===== src/hdl/robots_pkg.sv =====
// shared sizes, opcodes, cell codes and dump markers, imported by the playfield engine RTL
package robots_pkg;

    // playfield geometry: 128 columns by 48 rows of cell pairs
    localparam logic [7:0] FIELD_COLS = 8'd128;
    localparam logic [5:0] FIELD_ROWS = 6'd48;

    // tile map address, row number above the column
    localparam int TM_ADR_W = 13;
    typedef logic [TM_ADR_W-1:0] tm_adr_t;

    // one tile map byte
    // bits 1..0 upper cell, bits 3..2 lower cell, high nibble is scratch
    typedef logic [7:0] tm_byte_t;

    // columns from here up belong to the scoreboard
    localparam logic [6:0] SCORE_COL_FIRST = 7'd120;

    // clock cycles spent on each position
    localparam logic [2:0] PHASES = 3'd5;
    typedef logic [2:0] phase_t;

    // one opcode runs per pass over the tile map
    typedef enum logic [3:0] {
        OP_IDLE     = 4'd0,
        OP_DUMP     = 4'd1,
        OP_NEWGAME  = 4'd2,
        OP_NEWLEVEL = 4'd3,
        OP_BOOT     = 4'd7
    } opcode_t;

    // contents of one play area cell
    typedef enum logic [1:0] {
        CELL_EMPTY  = 2'd0,
        CELL_ROBOT  = 2'd1,
        CELL_TRASH  = 2'd2,
        CELL_PLAYER = 2'd3
    } cell_t;

    // robots added per 65536 cells at each level
    localparam logic [11:0] ROBOT_PROB_STEP = 12'd171;

    // player placement limits
    localparam logic [6:0] PLAYER_X_LIMIT = 7'd120;
    localparam logic [6:0] PLAYER_Y_BASE = 7'd16;

    // framing bytes of the serial dump
    localparam tm_byte_t DUMP_START = 8'd35;
    localparam tm_byte_t DUMP_ROW_START = 8'd36;
    localparam tm_byte_t DUMP_ROW_END = 8'd37;
    localparam tm_byte_t DUMP_END = 8'd38;

    localparam logic [28:0] PRNG_SEED = 29'd1;

endpackage

===== src/hdl/robots_play_top.sv =====
// playfield engine top level joining command latch, scan, sequencer, filler and dump
`timescale 1ns/100ps

module robots_play_top (
    input  logic clk,
    input  logic rst,
    // user commands
    input  logic cmd_new_level,
    input  logic cmd_quit,
    input  logic dump_start,
    input  logic dump_pause,
    // tile map memory
    output robots_pkg::tm_adr_t tm_adr,
    output robots_pkg::tm_byte_t tm_wrt,
    output logic tm_wen,
    input  robots_pkg::tm_byte_t tm_red,
    // serial transmitter
    output robots_pkg::tm_byte_t ser_tx_dat,
    output logic ser_tx_stb,
    input  logic ser_tx_rdy
);

    import robots_pkg::*;

    logic pend_new_level;
    logic pend_quit;
    logic pend_dump;
    logic take_new_level;
    logic take_quit;
    logic take_dump;
    logic [6:0] pos_x;
    logic [5:0] pos_y;
    phase_t phase;
    logic field_area;
    logic pass_first;
    logic pass_done;
    logic scan_run;
    logic scan_stall;
    logic level_up;
    logic game_reset;
    logic dump_active;
    logic dump_hold;
    tm_byte_t fill_byte;

    cmd_latch u_cmd_latch (.*);

    scan_counter u_scan_counter (.*);

    scan_sequencer u_scan_sequencer (.*);

    field_filler u_field_filler (.*);

    dump_encoder u_dump_encoder (.*);

endmodule


===== src/hdl/dump_encoder.sv =====
// encodes scan positions and read bytes into the serial dump and holds the scan on back-pressure
`timescale 1ns/100ps

module dump_encoder (
    input  logic clk,
    input  logic rst,
    input  logic dump_active,
    input  logic dump_pause,
    input  logic [6:0] pos_x,
    input  logic [5:0] pos_y,
    input  robots_pkg::phase_t phase,
    input  logic field_area,
    input  robots_pkg::tm_byte_t tm_red,
    input  logic ser_tx_rdy,
    output robots_pkg::tm_byte_t ser_tx_dat,
    output logic ser_tx_stb,
    output logic dump_hold
);

    import robots_pkg::*;

    logic pass_top;
    logic row_left;
    logic row_right;
    logic want_tx;
    logic can_tx;

    // scan runs right to left, top to bottom
    assign row_right = (pos_x == 7'd127);
    assign row_left = (pos_x == 7'd0);
    assign pass_top = row_right && (pos_y == 6'd47);

    always_comb begin
        want_tx = 1'b0;
        ser_tx_dat = 8'd0;
        if ((phase == 3'd0) && pass_top) begin
            want_tx = 1'b1;
            ser_tx_dat = DUMP_START;
        end else if ((phase == 3'd1) && row_right) begin
            want_tx = 1'b1;
            ser_tx_dat = DUMP_ROW_START;
        end else if (phase == 3'd2) begin
            // address unchanged since phase 0, so tm_red holds this byte
            want_tx = 1'b1;
            if (!field_area && tm_red[7]) begin
                // tagged scoreboard byte in 64..127
                ser_tx_dat = {2'b01, tm_red[6:5], tm_red[3:0]};
            end else begin
                // cells or plain scoreboard nibble in 48..63
                ser_tx_dat = {4'h3, tm_red[3:0]};
            end
        end else if ((phase == 3'd3) && row_left) begin
            want_tx = 1'b1;
            ser_tx_dat = DUMP_ROW_END;
        end else if ((phase == 3'd4) && row_left && (pos_y == 6'd0)) begin
            want_tx = 1'b1;
            ser_tx_dat = DUMP_END;
        end
    end

    assign can_tx = ser_tx_rdy && !dump_pause;
    assign ser_tx_stb = dump_active && want_tx && can_tx;
    // stay in this phase until the byte goes out
    assign dump_hold = dump_active && want_tx && !can_tx;

    // a byte goes out only on ready, and the scan moves on right after
    stb_then_advance: assert property (
        @(posedge clk) disable iff (rst)
        ser_tx_stb |-> ser_tx_rdy ##1 (phase != $past(phase))
    );

endmodule


===== src/hdl/field_filler.sv =====
// pseudorandom robot and player placement producing the bytes of a new level
`timescale 1ns/100ps

module field_filler (
    input  logic clk,
    input  logic rst,
    input  logic level_up,
    input  logic game_reset,
    input  logic [6:0] pos_x,
    input  logic [5:0] pos_y,
    input  robots_pkg::phase_t phase,
    output robots_pkg::tm_byte_t fill_byte
);

    import robots_pkg::*;

    // eight steps of x^29 + x^27 + 1 per clock
    function automatic logic [28:0] lfsr_step8(input logic [28:0] s);
        logic [28:0] v;
        v = s;
        for (int i = 0; i < 8; i++) begin
            v = {v[27:0], v[28] ^ v[26]};
        end
        return v;
    endfunction

    logic [28:0] prng_st;
    logic [11:0] robot_prob;
    logic place_robot;
    logic place_robot_upper;
    logic [6:0] player_x;
    logic [6:0] player_y;
    logic [6:0] new_player_x;
    logic [6:0] new_player_y;
    logic player_pair;
    cell_t upper_cell;
    cell_t lower_cell;

    // free running, never stalls
    always_ff @(posedge clk) begin
        if (rst) begin
            prng_st <= PRNG_SEED;
        end else begin
            prng_st <= lfsr_step8(prng_st);
        end
    end

    // robot density per 65536 cells
    // bit 11 dropped before the add so it never wraps to zero
    always_ff @(posedge clk) begin
        if (rst || game_reset) begin
            robot_prob <= 12'd0;
        end else if (level_up) begin
            robot_prob <= {1'b0, robot_prob[10:0]} + ROBOT_PROB_STEP;
        end
    end

    assign place_robot = (prng_st[15:0] < {4'd0, robot_prob});

    // upper cell decided in phase 0, kept until the write in phase 3
    always_ff @(posedge clk) begin
        if (rst) begin
            place_robot_upper <= 1'b0;
        end else if (phase == 3'd0) begin
            place_robot_upper <= place_robot;
        end
    end

    // column out of the scoreboard, else the middle column 60
    assign new_player_x = (prng_st[12:6] < PLAYER_X_LIMIT) ? prng_st[12:6] : 7'd60;
    // cell row 16..79
    assign new_player_y = {1'b0, prng_st[5:0]} + PLAYER_Y_BASE;

    always_ff @(posedge clk) begin
        if (rst) begin
            player_x <= 7'd0;
            player_y <= 7'd0;
        end else if (level_up) begin
            player_x <= new_player_x;
            player_y <= new_player_y;
        end
    end

    // player row is in cells, the scan walks cell pairs
    assign player_pair = (pos_x == player_x) && (pos_y == player_y[6:1]);

    // player overrides a robot in its cell
    always_comb begin
        upper_cell = place_robot_upper ? CELL_ROBOT : CELL_EMPTY;
        lower_cell = place_robot ? CELL_ROBOT : CELL_EMPTY;
        if (player_pair && !player_y[0]) begin
            upper_cell = CELL_PLAYER;
        end
        if (player_pair && player_y[0]) begin
            lower_cell = CELL_PLAYER;
        end
    end

    // scratch nibble cleared on every fill
    assign fill_byte = {4'h0, lower_cell, upper_cell};

endmodule


===== src/hdl/scan_sequencer.sv =====
// opcode state machine that takes pending commands and drives the tile map port
`timescale 1ns/100ps

module scan_sequencer (
    input  logic clk,
    input  logic rst,
    // pending commands and their acknowledges
    input  logic pend_new_level,
    input  logic pend_quit,
    input  logic pend_dump,
    output logic take_new_level,
    output logic take_quit,
    output logic take_dump,
    // scan position
    input  logic [6:0] pos_x,
    input  logic [5:0] pos_y,
    input  robots_pkg::phase_t phase,
    input  logic field_area,
    input  logic pass_first,
    input  logic pass_done,
    // new level contents
    input  robots_pkg::tm_byte_t fill_byte,
    // dump back-pressure
    input  logic dump_hold,
    output logic scan_run,
    output logic scan_stall,
    output logic level_up,
    output logic game_reset,
    output logic dump_active,
    // tile map port
    output robots_pkg::tm_adr_t tm_adr,
    output robots_pkg::tm_byte_t tm_wrt,
    output logic tm_wen
);

    import robots_pkg::*;

    opcode_t opcode;
    logic is_idle;
    logic pass_end;

    assign is_idle = (opcode == OP_IDLE);

    // priority: new level, quit, dump
    assign take_new_level = is_idle && pend_new_level;
    assign take_quit = is_idle && !pend_new_level && pend_quit;
    assign take_dump = is_idle && !pend_new_level && !pend_quit && pend_dump;

    // idle and boot leave the scan parked at the top right
    assign scan_run = (opcode == OP_DUMP) || (opcode == OP_NEWGAME) ||
                      (opcode == OP_NEWLEVEL);
    assign dump_active = (opcode == OP_DUMP);
    // only the dump ever holds the scan
    assign scan_stall = dump_active && dump_hold;
    assign pass_end = scan_run && !scan_stall && pass_done;

    // boot starts a game just like quit
    assign game_reset = (opcode == OP_BOOT) || take_quit;
    // a new game enters level one at the start of its empty pass
    assign level_up = take_new_level || ((opcode == OP_NEWGAME) && pass_first);

    always_ff @(posedge clk) begin
        if (rst) begin
            opcode <= OP_BOOT;
        end else begin
            case (opcode)
                OP_BOOT: begin
                    opcode <= OP_NEWGAME;
                end
                OP_IDLE: begin
                    if (take_new_level) begin
                        opcode <= OP_NEWLEVEL;
                    end else if (take_quit) begin
                        opcode <= OP_NEWGAME;
                    end else if (take_dump) begin
                        opcode <= OP_DUMP;
                    end
                end
                OP_NEWGAME: begin
                    // the new game pass writes nothing, the fill follows
                    if (pass_end) begin
                        opcode <= OP_NEWLEVEL;
                    end
                end
                default: begin
                    if (pass_end) begin
                        opcode <= OP_IDLE;
                    end
                end
            endcase
        end
    end

    // always address the current position, dump reads it in phase 0
    assign tm_adr = {pos_y, pos_x};
    assign tm_wrt = fill_byte;
    // fill writes once per play area position, in phase 3
    assign tm_wen = (opcode == OP_NEWLEVEL) && field_area && (phase == 3'd3);

    // scoreboard columns are never written
    no_score_write: assert property (
        @(posedge clk) disable iff (rst)
        tm_wen |-> (tm_adr[6:0] < SCORE_COL_FIRST)
    );

endmodule


===== src/hdl/scan_counter.sv =====
// scan timer walking phases, columns and rows of the tile map in reverse address order
`timescale 1ns/100ps

module scan_counter (
    input  logic clk,
    input  logic rst,
    input  logic scan_run,
    input  logic scan_stall,
    output logic [6:0] pos_x,
    output logic [5:0] pos_y,
    output robots_pkg::phase_t phase,
    output logic field_area,
    output logic pass_first,
    output logic pass_done
);

    import robots_pkg::*;

    localparam logic [6:0] COL_LAST = 7'(FIELD_COLS - 8'd1);
    localparam logic [5:0] ROW_LAST = FIELD_ROWS - 6'd1;

    logic step;
    logic last_phase;

    assign step = scan_run && !scan_stall;
    assign last_phase = (phase == PHASES - 3'd1);

    // phase fastest, then columns down, then rows down
    always_ff @(posedge clk) begin
        if (rst) begin
            pos_x <= COL_LAST;
            pos_y <= ROW_LAST;
            phase <= 3'd0;
        end else if (step) begin
            if (!last_phase) begin
                phase <= phase + 3'd1;
            end else begin
                phase <= 3'd0;
                if (pos_x != 7'd0) begin
                    pos_x <= pos_x - 7'd1;
                end else begin
                    // row finished, back to the right edge
                    pos_x <= COL_LAST;
                    // wraps to the top right when the pass ends
                    pos_y <= (pos_y != 6'd0) ? pos_y - 6'd1 : ROW_LAST;
                end
            end
        end
    end

    // scoreboard sits on the right side
    assign field_area = (pos_x < SCORE_COL_FIRST);
    assign pass_first = (pos_x == COL_LAST) && (pos_y == ROW_LAST) && (phase == 3'd0);
    assign pass_done = (pos_x == 7'd0) && (pos_y == 6'd0) && last_phase;

    phase_in_range: assert property (
        @(posedge clk) disable iff (rst)
        phase < PHASES
    );

endmodule


===== src/hdl/cmd_latch.sv =====
// keeps pulsed user commands pending until the sequencer takes them while idle
`timescale 1ns/100ps

module cmd_latch (
    input  logic clk,
    input  logic rst,
    // one-cycle command pulses
    input  logic cmd_new_level,
    input  logic cmd_quit,
    input  logic dump_start,
    // one-cycle acknowledges from the sequencer
    input  logic take_new_level,
    input  logic take_quit,
    input  logic take_dump,
    output logic pend_new_level,
    output logic pend_quit,
    output logic pend_dump
);

    // a fresh pulse wins over a take in the same cycle
    always_ff @(posedge clk) begin
        if (rst) begin
            pend_new_level <= 1'b0;
            pend_quit <= 1'b0;
            pend_dump <= 1'b0;
        end else begin
            pend_new_level <= (pend_new_level & ~take_new_level) | cmd_new_level;
            pend_quit <= (pend_quit & ~take_quit) | cmd_quit;
            pend_dump <= (pend_dump & ~take_dump) | dump_start;
        end
    end

    // the sequencer only acknowledges what is actually pending
    take_only_pending: assert property (
        @(posedge clk) disable iff (rst)
        (take_new_level | take_quit | take_dump) |->
            ((take_new_level -> pend_new_level) &&
             (take_quit -> pend_quit) &&
             (take_dump -> pend_dump))
    );

endmodule


===== config.mk =====
export PLATFORM = sky130hd
export DESIGN_NAME = robots_play_top
export DESIGN_NICKNAME = d
export VERILOG_FILES = /design/src/hdl/robots_pkg.sv /design/src/hdl/robots_play_top.sv /design/src/hdl/dump_encoder.sv /design/src/hdl/field_filler.sv /design/src/hdl/scan_sequencer.sv /design/src/hdl/scan_counter.sv /design/src/hdl/cmd_latch.sv
export SDC_FILE = /design/constraint.sdc
export NUM_CORES = 1
export LEC_CHECK = 0
export ABC_AREA = 1
export BUFFER_PORTS_ARGS = -buffer_cell sky130_fd_sc_hd__buf_2
export CORE_MARGIN = 2
export CORE_UTILIZATION = 65
export CTS_BUF_LIST = sky130_fd_sc_hd__clkbuf_8
export DETAILED_ROUTE_END_ITERATION = 7
export PLACE_DENSITY = 0.88
export SETUP_SLACK_MARGIN = 0.5
export SLEW_MARGIN = 10
export SYNTH_ARGS = -nofsm -noshare
export SYNTH_HDL_FRONTEND = slang
export SYNTH_SLANG_ARGS = --single-unit

===== constraint.sdc =====
create_clock -name clk -period 3.4 [get_ports clk]
set_clock_uncertainty 0.1 [all_clocks]
set_input_delay 0 -clock clk [delete_from_list [all_inputs] [get_ports clk]]
set_output_delay 0 -clock clk [all_outputs]
set_load 0.01 [all_outputs]

==> impl_metrics.json, run 1 <==
{
  "worst-path-max-fanout": 38,
  "pin_count": 46,
  "cp.arrival_ps": 2760,
  "dr.pass1.iters": 5,
  "holdCritStartpoint": "rst",
  "postCtsHoldBufs": 3,
  "r2r_cells": 14,
  "layout-drive-gt1-share_pct": 14.3,
  "gp_congestion": 0.950,
  "critPathRequiredTime_ps": 3560,
  "cts_root_buf": "clkbuf_8",
  "post_cts_buffers": 0,
  "dp.cells": 614,
  "netlist_instances": 514,
  "io_buffers": 39,
  "synth_top_area_share_pct": 39.9,
  "synthDistinctLibCells": 37,
  "grt-ovfl-total": 0,
  "slew_violations": 0,
  "r2r-start": "u_scan_counter.phase[0]$_SDFFE_PP0P_",
  "cts_max_level": 3,
  "finalSetupViolations": 0,
  "drc": 0,
  "status": "finished, final reports clean",
  "hold_depth": 2,
  "start_kind": "register",
  "min_path_type": "in -> reg",
  "cts_buffers": 9,
  "yosysMostFrequentCell": "dfxtp_1",
  "grt_pass1_wl_mm": 13.6,
  "grt_pass1_vias": 3170,
  "power_density_nw_per_um2": 623,
  "hold_slack_ps": 46.0,
  "relSlewSlack_pct": 34.9,
  "cts_tree": "yes",
  "cp_common_cell": "inv_1",
  "syn_avg_cell_area_sq_um": 7.62,
  "yosys_warnings": 0,
  "routed_wl_mm": 8.53,
  "clkLatencyLatePin_ps": 370,
  "clk_pin_slew_ps": 100,
  "cpMaxStageDelayCell": "dfxtp_1",
  "cts_sinks": 78,
  "drt-initial-drc-count": 213,
  "end_kind": "register",
  "hold_end": "u_cmd_latch.pend_new_level$_SDFF_PP0_",
  "nets": 591,
  "yosys-top-cells-count": "78 x dfxtp_1, 74 x inv_1, 66 x nand2_1, 58 x nor2_1, 41 x a21oi_1",
  "start_util_pct": 66.5,
  "area_growth_syn_to_layout_pct": 11.0,
  "r2r_end": "u_field_filler.robot_prob[10]$_SDFFE_PP0P_",
  "setup.worst_path.class": "reg -> reg",
  "synth_area_sq_um": 3920,
  "dpl.hpwl_mm": 6.11,
  "final_core_util_pct": 73.8,
  "max-cap-violations": 0,
  "grt_max_degree": 39,
  "synth_edf_count": 0,
  "rows": 28,
  "cts_max_path_buffers": 2,
  "worst-path-buf-inv": 4,
  "crit_family": "simple AND/OR/NAND/NOR gates",
  "gr-usage-all-layers_pct": 26.7,
  "synth-seq-cells": 78,
  "worst_pin_slew_ps": 975,
  "finalSetupTns_ps": 0,
  "drtAntennaViolNets": 0,
  "routedWlPerCell_microns": 13.5,
  "period_minus_slack_ps": 2600,
  "dieWidth_microns": 81.6,
  "hold_viol": 0,
  "vias": 3459,
  "die_h_microns": 81.6,
  "async_flop_share_pct": 0,
  "final_cells": 633,
  "path_cells": "inv_1, ha_1, inv_1, nor2_1, nand3b_1, nor2_2, nand2_1, nand2_1, buf_4, inv_1, nor2_1, nand3_1, o21ai_1, a21oi_1",
  "fmax_mhz": 384,
  "avgViaCountPerCell": 5.46,
  "synthFlopType": "dfxtp_1",
  "finalPower_w": 0.00271,
  "design.core.area_sq_um": 5890,
  "dieArea_sq_um": 6660,
  "ys_seq_area_share_pct": 39.9,
  "vdd_ir_drop_max_uv": 443,
  "cts_resized": 0,
  "diodes": 0,
  "finalCritPeriodShare_pct": 76.5,
  "power.leakage_nw": 2.03,
  "synth_area_leaders": "dfxtp_1 40%, ha_1 7.4%, inv_1 7.1%",
  "rsz0062_at_grt": "no",
  "grt_antenna_before_repair": 0,
  "cpPeakStageDelay_ps": 350,
  "yosysTopAreaCell": "dfxtp_1",
  "r2r_slack_ps": 800
}
## layer usage
metal  vias to the layer above  global-route usage (%)  part of all wire [%]
li1                       1732                       -                     -
met1                      1613                    32.3                    45
met2                        96                    45.1                    48
met3                        18                    5.05                   5.2
met4                         0                    14.2                   2.2
met5                         -                       0                     0
## kinds of logic after synthesis
family	Yosys count	synth area share [%]
xor gates and xnor gates	23	5.15
AOI/OAI and AO/OA	95	13.7
DFF	78	39.9
other	1	0.0958
adders and majority gates	23	7.35
buffers and inverters	95	10.3
and+or+nand+nor	199	23.6
## final cells by class
| type | instances | area [sq um] |
|---|---|---|
| clock buffer | 9 | 124 |
| clock inverter | 7 | 80.1 |
| fill | 431 | 1540 |
| inverter | 76 | 288 |
| multi-input combinational | 345 | 1970 |
| sequential | 78 | 1560 |
| tap | 75 | 93.8 |
| timing repair buffer | 43 | 233 |
## flip-flops by register name (all words and copies together), names as in the netlist
signal and flops:
u_cmd_latch.pend_dump 1, u_cmd_latch.pend_new_level 1, u_cmd_latch.pend_quit 1, u_field_filler.place_robot_upper 1, u_field_filler.player_x 7, u_field_filler.player_y 7, u_field_filler.prng_st 29, u_field_filler.robot_prob 12
u_scan_counter.phase 3, u_scan_counter.pos_x 7, u_scan_counter.pos_y 6, u_scan_sequencer.opcode 3
## report_power, final
part | switching (W) | internal, W
registers | 0.0000976 | 0.00101
clock network | 0.000381 | 0.000351
logic | 0.000552 | 0.000313
total | 0.00103 | 0.00168
## worst max path at each step
stage / start / end / slack [ps] / depth (start not counted)
floorplan: u_scan_counter.pos_x[0]$_SDFFE_PP1P_ / u_scan_counter.pos_x[1]$_SDFFE_PP1P_ / 1460 / 13
global placement: u_scan_counter.phase[0]$_SDFFE_PP0P_ / u_field_filler.robot_prob[10]$_SDFFE_PP0P_ / 950 / 14
detailed placement: u_scan_counter.phase[0]$_SDFFE_PP0P_ / u_field_filler.robot_prob[10]$_SDFFE_PP0P_ / 850 / 14
CTS: u_scan_counter.phase[0]$_SDFFE_PP0P_ / u_field_filler.robot_prob[10]$_SDFFE_PP0P_ / 820 / 14
global route: u_scan_counter.phase[0]$_SDFFE_PP0P_ / u_field_filler.robot_prob[10]$_SDFFE_PP0P_ / 520 / 14
finish: u_scan_counter.phase[0]$_SDFFE_PP0P_ / u_field_filler.robot_prob[10]$_SDFFE_PP0P_ / 800 / 14
## metrics by stage
step	area (sq um)	setup WS, ps
after detailed placement	4110	854
final	4350	798
after global routing	4350	519
after global placement	4110	948
after CTS	4350	819
after floorplan	3930	1460
## layout by cell type (no fill, tap or decap), drive strengths merged
| cell type | n |
|---|---|
| o21ai | 39 |
| dfxtp | 78 |
| clkbuf | 9 |
| nor4 | 3 |
| a21oi | 42 |
| nand3 | 34 |
| nor2 | 65 |
| nand3b | 4 |
| bufinv | 1 |
| o31ai | 2 |
| xnor2 | 10 |
| o211ai | 7 |
| o211a | 3 |
| dlygate4sd3 | 3 |
| buf | 40 |
| clkinv | 3 |
| conb | 5 |
| nand4 | 7 |
| ha | 23 |
| o22ai | 1 |
| a211oi | 1 |
| xor2 | 13 |
| or2 | 3 |
| nor3 | 9 |
| inv | 79 |
| nand2 | 73 |
| nor3b | 1 |
## worst reg2reg max path, cell delays in order, from the launching register on
cell and delay, ps:
dfxtp_1 350, inv_1 110, ha_1 200, inv_1 50
nor2_1 200, nand3b_1 120, nor2_2 170, nand2_1 70
nand2_1 60, buf_4 320, inv_1 220, nor2_1 210
nand3_1 120, o21ai_1 130, a21oi_1 50
Power figures use the tool's default switching activity.
==> run 2, diff against run 1 <==
--- a/config.mk
+++ b/config.mk
@@ -8,10 +8,10 @@
 export ABC_AREA = 1
 export BUFFER_PORTS_ARGS = -buffer_cell sky130_fd_sc_hd__buf_2
 export CORE_MARGIN = 2
-export CORE_UTILIZATION = 65
+export CORE_UTILIZATION = 55
 export CTS_BUF_LIST = sky130_fd_sc_hd__clkbuf_8
 export DETAILED_ROUTE_END_ITERATION = 7
-export PLACE_DENSITY = 0.88
+export PLACE_DENSITY = 0.79
 export SETUP_SLACK_MARGIN = 0.5
 export SLEW_MARGIN = 10
 export SYNTH_ARGS = -nofsm -noshare
==> constraint.sdc (replaced) <==
create_clock -name clk -period 2.28 [get_ports clk]
set_clock_uncertainty 0.1 [all_clocks]
set_input_delay 0 -clock clk [delete_from_list [all_inputs] [get_ports clk]]
set_output_delay 0 -clock clk [all_outputs]
set_load 0.01 [all_outputs]
==> run 2 against run 1 <==
Compared with the run above:
- cell area is 29% higher
- core utilization increased by 8.1 points
- critical path type unchanged
- clock-buffer cell count grew 1
- largest power group is now combinational logic
- highest routed layer unchanged
- via count up 27%
==> impl_metrics.json, run 2 (same netlist as run 1, synthesis figures left out) <==
{
  "status": "finished, final reports clean",
  "multi_input_area_sq_um": 2500,
  "drc": 0,
  "grt_antenna_before_repair": 0,
  "power.leakage_nw": 2.42,
  "grt_pass1_wl_mm": 19.8,
  "gr-usage-all-layers_pct": 33.9,
  "cts_root_buf": "clkbuf_8",
  "max-cap-violations": 0,
  "dpl.hpwl_mm": 6.55,
  "cts_max_level": 3,
  "avgViaCountPerCell": 6.25,
  "grt_max_degree": 36,
  "cts_sinks": 78,
  "pre_cts_ws_ps": 117,
  "power_density_nw_per_um2": 1000,
  "area_growth_syn_to_layout_pct": 43.0,
  "p_switching_w": 0.00226,
  "drtAntennaViolNets": 0,
  "vias": 4408,
  "period_minus_slack_ps": 2270,
  "cts_tree": "yes",
  "setup.worst_path.class": "reg -> reg",
  "setup_ws_ps": 14.1,
  "cp.arrival_ps": 2400,
  "vdd_ir_drop_max_uv": 598,
  "r2r_cells": 13,
  "r2r_slack_ps": 10,
  "relSlewSlack_pct": 57.5,
  "clkLatencyLatePin_ps": 370,
  "start_kind": "register",
  "layout_commonest_cell": "inv_1",
  "layout-drive-gt1-share_pct": 42.5,
  "p_int_w": 0.00335,
  "worst_pin_slew_ps": 631,
  "pin_count": 46,
  "largest_register_ffs": 29,
  "hold_viol": 0,
  "cts_buffers": 9,
  "min_path_type": "in -> reg",
  "final_cell_mix": "54 x inv_1, 51 x nor2_1, 48 x dfxtp_1",
  "swShare_pct": 40.3,
  "design.core.area_sq_um": 6830,
  "holdCritStartpoint": "ser_tx_rdy",
  "dieArea_sq_um": 7810,
  "r2r_end": "u_scan_counter.pos_x[1]$_SDFFE_PP1P_",
  "regMostFlops": "u_field_filler.prng_st",
  "clkPwrFrac_pct": 21.4,
  "grt_pass1_vias": 3976,
  "dieWidth_microns": 88.4,
  "slew_violations": 0,
  "hold_depth": 6,
  "fill_cells": 397,
  "worst-path-max-fanout": 6,
  "routed_wl_mm": 15.5,
  "rows": 30,
  "drt-initial-drc-count": 528,
  "die_h_microns": 88.4,
  "cts_max_path_buffers": 2,
  "start_util_pct": 57.3,
  "nets": 642,
  "hold_end": "u_scan_counter.phase[0]$_SDFFE_PP0P_",
  "finalCritPeriodShare_pct": 99.4,
  "p_comb_share_pct": 47.6,
  "io_buffers": 39,
  "finalSetupViolations": 0,
  "grt-ovfl-total": 0,
  "routedWlPerCell_microns": 22.0,
  "seqCellArea_sq_um": 1620,
  "diodes": 0,
  "gp_congestion": 0.871,
  "largest_registers": "u_field_filler.prng_st: 29 flops, u_field_filler.robot_prob: 12 flops",
  "finalPower_w": 0.00560,
  "rsz0062_at_grt": "yes",
  "clk_pin_slew_ps": 90,
  "dr.pass1.iters": 5,
  "critPathRequiredTime_ps": 2410,
  "fmax_mhz": 441,
  "p_seq_share_pct": 31.0,
  "r2r-start": "u_scan_counter.pos_y[1]$_SDFFE_PP1P_",
  "end_kind": "register"
}
==> run 2: power groups by stage <==
stage	Clock (W)	Sequential (W)	Combinational, W
after floorplan	0	0.00167	0.00103
after global placement	0	0.00168	0.00132
after detailed placement	0	0.00169	0.00138
after CTS	0.00117	0.00167	0.00204
after global routing	0.00126	0.00174	0.00277
final	0.00120	0.00174	0.00267
==> run 2: stage by stage <==
step | cells | util [%] | hold slack, ps | instance area [sq um] | setup TNS [ps]
after floorplan | 518 | - | -12.9 | 4000 | 0
after global placement | 641 | 62.4 | 105 | 4260 | 0
after detailed placement | 641 | 62.4 | 127 | 4260 | 0
after CTS | 698 | 76.7 | 43.8 | 5240 | 0
after global routing | 705 | 82.0 | 110 | 5600 | -11.0
final | 705 | 82.0 | 105 | 5600 | 0
==> run 2: final cells by class <==
| type | count | area share [%] |
|---|---|---|
| clock buffers | 10 | 2.46 |
| clock inverters | 6 | 1.54 |
| multi-input cells | 345 | 44.7 |
| well taps | 96 | 2.14 |
| repair buffers | 94 | 14.6 |
| flip-flops and latches | 78 | 29.0 |
| inverters | 76 | 5.54 |
==> run 2: metal layers <==
metal	GRT usage [%]	wire [microns]	up-vias
met5	0	0	-
met4	20.0	1510	0
met3	8.21	1590	174
met2	55.8	7120	398
met1	40.2	5290	1990
li1	-	-	1846
==> run 2: how the worst max path moves through the flow <==
stage                                         startpoint                                    endpoint  slack, ps
floorplan           u_scan_counter.phase[1]$_SDFFE_PP0P_        u_scan_counter.pos_x[3]$_SDFFE_PP1P_        480
global placement    u_scan_counter.phase[2]$_SDFFE_PP0P_        u_scan_counter.pos_x[6]$_SDFFE_PP1P_        180
detailed placement  u_scan_counter.phase[1]$_SDFFE_PP0P_  u_field_filler.robot_prob[10]$_SDFFE_PP0P_        120
CTS                 u_scan_counter.phase[0]$_SDFFE_PP0P_                               ser_tx_dat[5]        330
global route        u_scan_counter.pos_y[0]$_SDFFE_PP1P_  u_field_filler.robot_prob[10]$_SDFFE_PP0P_        -10
finish              u_scan_counter.pos_y[1]$_SDFFE_PP1P_        u_scan_counter.pos_x[1]$_SDFFE_PP1P_         10
==> run 2: timing repair <==
item | 4_1_cts | 5_1_grt
cloned | 5 | 0
pin swaps | 34 | 27
buffers inserted | 32 | 7
gates resized for setup | 112 | 76
endpoints found under the hold margin | 8 | 0
hold buffers | 4 | 0
endpoints found under the setup margin | 57 | 57
==> run 2: critical path: stages (launching register included) <==
cell      delay [ps]
dfxtp_4          410
ha_4             150
nand2_2           90
nor2_1           140
nand3b_1         220
nor2_4           270
nor2_4            60
nand2_2           80
nand3_4          100
nand2_8          120
nor2_4            70
buf_6            130
nand2_4           60
o211ai_2         110
==> run 3, diff against run 2 <==
--- a/config.mk
+++ b/config.mk
@@ -8,10 +8,9 @@
 export ABC_AREA = 1
 export BUFFER_PORTS_ARGS = -buffer_cell sky130_fd_sc_hd__buf_2
 export CORE_MARGIN = 2
-export CORE_UTILIZATION = 55
+export CORE_UTILIZATION = 35
 export CTS_BUF_LIST = sky130_fd_sc_hd__clkbuf_8
 export DETAILED_ROUTE_END_ITERATION = 7
-export PLACE_DENSITY = 0.79
 export SETUP_SLACK_MARGIN = 0.5
 export SLEW_MARGIN = 10
 export SYNTH_ARGS = -nofsm -noshare
==> run 3 against run 2 <==
Compared with the run above:
- power is 11% lower
- wire length is 33% lower
- combinational power is 18% lower
- non-clock buffer count is 2 lower
- worst hold slack worse by 44 ps
- setup slack better by 280 ps
- final cell count is 6.0% higher
- first-iteration DRC count is 48% lower
==> impl_metrics.json, run 3 (same netlist as run 1, synthesis figures left out) <==
{
  "finalSetupViolations": 0,
  "die_h_microns": 110,
  "multi_input_area_sq_um": 2560,
  "min_path_type": "in -> reg",
  "period_minus_slack_ps": 1990,
  "hold_depth": 3,
  "grt_pass1_vias": 3270,
  "vdd_ir_drop_max_uv": 578,
  "grt_pass1_wl_mm": 15.5,
  "drtAntennaViolNets": 0,
  "drt-initial-drc-count": 273,
  "start_util_pct": 36.0,
  "post_dp_cell_area_sq_um": 4310,
  "power.leakage_nw": 2.44,
  "dpl.hpwl_mm": 6.57,
  "cp.arrival_ps": 1890,
  "regMostFlops": "u_field_filler.prng_st",
  "vias": 3645,
  "grt_antenna_before_repair": 0,
  "hold_slack_ps": 60.3,
  "gr-usage-all-layers_pct": 16.8,
  "finalSetupTns_ps": 0,
  "cts_max_level": 3,
  "io_buffers": 39,
  "r2r_cells": 13,
  "seqCellArea_sq_um": 1620,
  "routed_wl_mm": 10.3,
  "routedWlPerCell_microns": 13.8,
  "rsz0062_at_grt": "yes",
  "finalCritPeriodShare_pct": 87.1,
  "worst_pin_slew_ps": 931,
  "cts_max_path_buffers": 2,
  "largest_registers": "u_field_filler.prng_st: 29 flops, u_field_filler.robot_prob: 12 flops",
  "hold_viol": 0,
  "dieWidth_microns": 110,
  "start_kind": "register",
  "dr.pass1.iters": 4,
  "design.core.area_sq_um": 10900,
  "max-cap-violations": 0,
  "clk_pin_slew_ps": 90,
  "cts_buffers": 9,
  "fmax_mhz": 503,
  "final_core_util_pct": 51.7,
  "clkLatencyLatePin_ps": 360,
  "finish.instance_area_sq_um": 5630,
  "largest_register_ffs": 29,
  "layout_commonest_cell": "inv_1",
  "grt_max_degree": 36,
  "setup.worst_path.class": "reg -> out",
  "gp_congestion": 0.849,
  "avgViaCountPerCell": 4.88,
  "nets": 640,
  "cts_tree": "yes",
  "end_kind": "output port",
  "layout-drive-gt1-share_pct": 43.8,
  "pin_count": 46,
  "worst-path-max-fanout": 2,
  "power_density_nw_per_um2": 884,
  "status": "finished, final reports clean",
  "slew_violations": 0,
  "area_growth_syn_to_layout_pct": 43.8,
  "cts_root_buf": "clkbuf_8",
  "rows": 38,
  "fill_cells": 974,
  "relSlewSlack_pct": 37.3,
  "critPathRequiredTime_ps": 2180,
  "diodes": 0,
  "dieArea_sq_um": 12000,
  "grt-ovfl-total": 0,
  "final_cell_mix": "55 x inv_1, 52 x dfxtp_1, 50 x nor2_1",
  "cts_sinks": 78,
  "drc": 0
}
[run 3: timing repair]
item                                   CTS  global route
buffers inserted                        23            15
endpoints found under the hold margin    3             0
gates resized for setup                 90           124
setup endpoints to repair               57            58
pin swaps                               31            40
hold buffers                             3             0
cloned                                   4             0
[run 3: path summary, 6_finish.rpt]
path	from	end	slack, ps
worst max-delay path	u_field_filler.player_y[1]$_SDFFE_PP0P_	tm_wrt[2]	290
worst min-delay path	rst	u_cmd_latch.pend_dump$_SDFF_PP0_	60
worst max register to register	u_scan_counter.pos_y[1]$_SDFFE_PP1P_	u_scan_counter.pos_x[3]$_SDFFE_PP1P_	300
worst min register to register	u_field_filler.prng_st[17]$_SDFF_PP0_	u_field_filler.prng_st[25]$_SDFF_PP0_	300
[run 3: metrics by stage]
step           std cells  setup WS, ps  total power, W
5_1_grt              747           205         0.00528
2_1_floorplan        518           479         0.00269
3_5_place_dp         686          68.1         0.00306
3_3_place_gp         686           138         0.00302
6_report             747           293         0.00498
4_1_cts              732           314         0.00460
[run 3: area by class of cell]
class	count	area share [%]
clock inverters	7	1.38
repair buffers	92	13.5
well taps	140	3.11
flip-flops and latches	78	28.8
multi-input cells	345	45.5
inverters	76	5.56
clock buffers	9	2.20
[run 3: critical path, stage by stage (launching register included)]
cell and delay, ps:
dfxtp_2 370, xor2_2 190, nor4_1 300, nand4_1 240
buf_4 200, o21ai_1 100, buf_2 140
[run 3: metal layers]
metal,global-route usage (%),share of wire (%),routed length [microns],up-vias
met1,21.9,44,4550,1708
met2,27.3,50,5170,83
met5,0,0,0,-
met4,4.97,1.3,135,0
met3,4.09,4.4,456,10
li1,-,-,-,1844
[run 3: power breakdown]
group | total, W | switching (W) | internal, W
clock | 0.00108 | 0.000566 | 0.000518
combinational | 0.00218 | 0.00119 | 0.000999
sequential | 0.00171 | 0.000186 | 0.00152
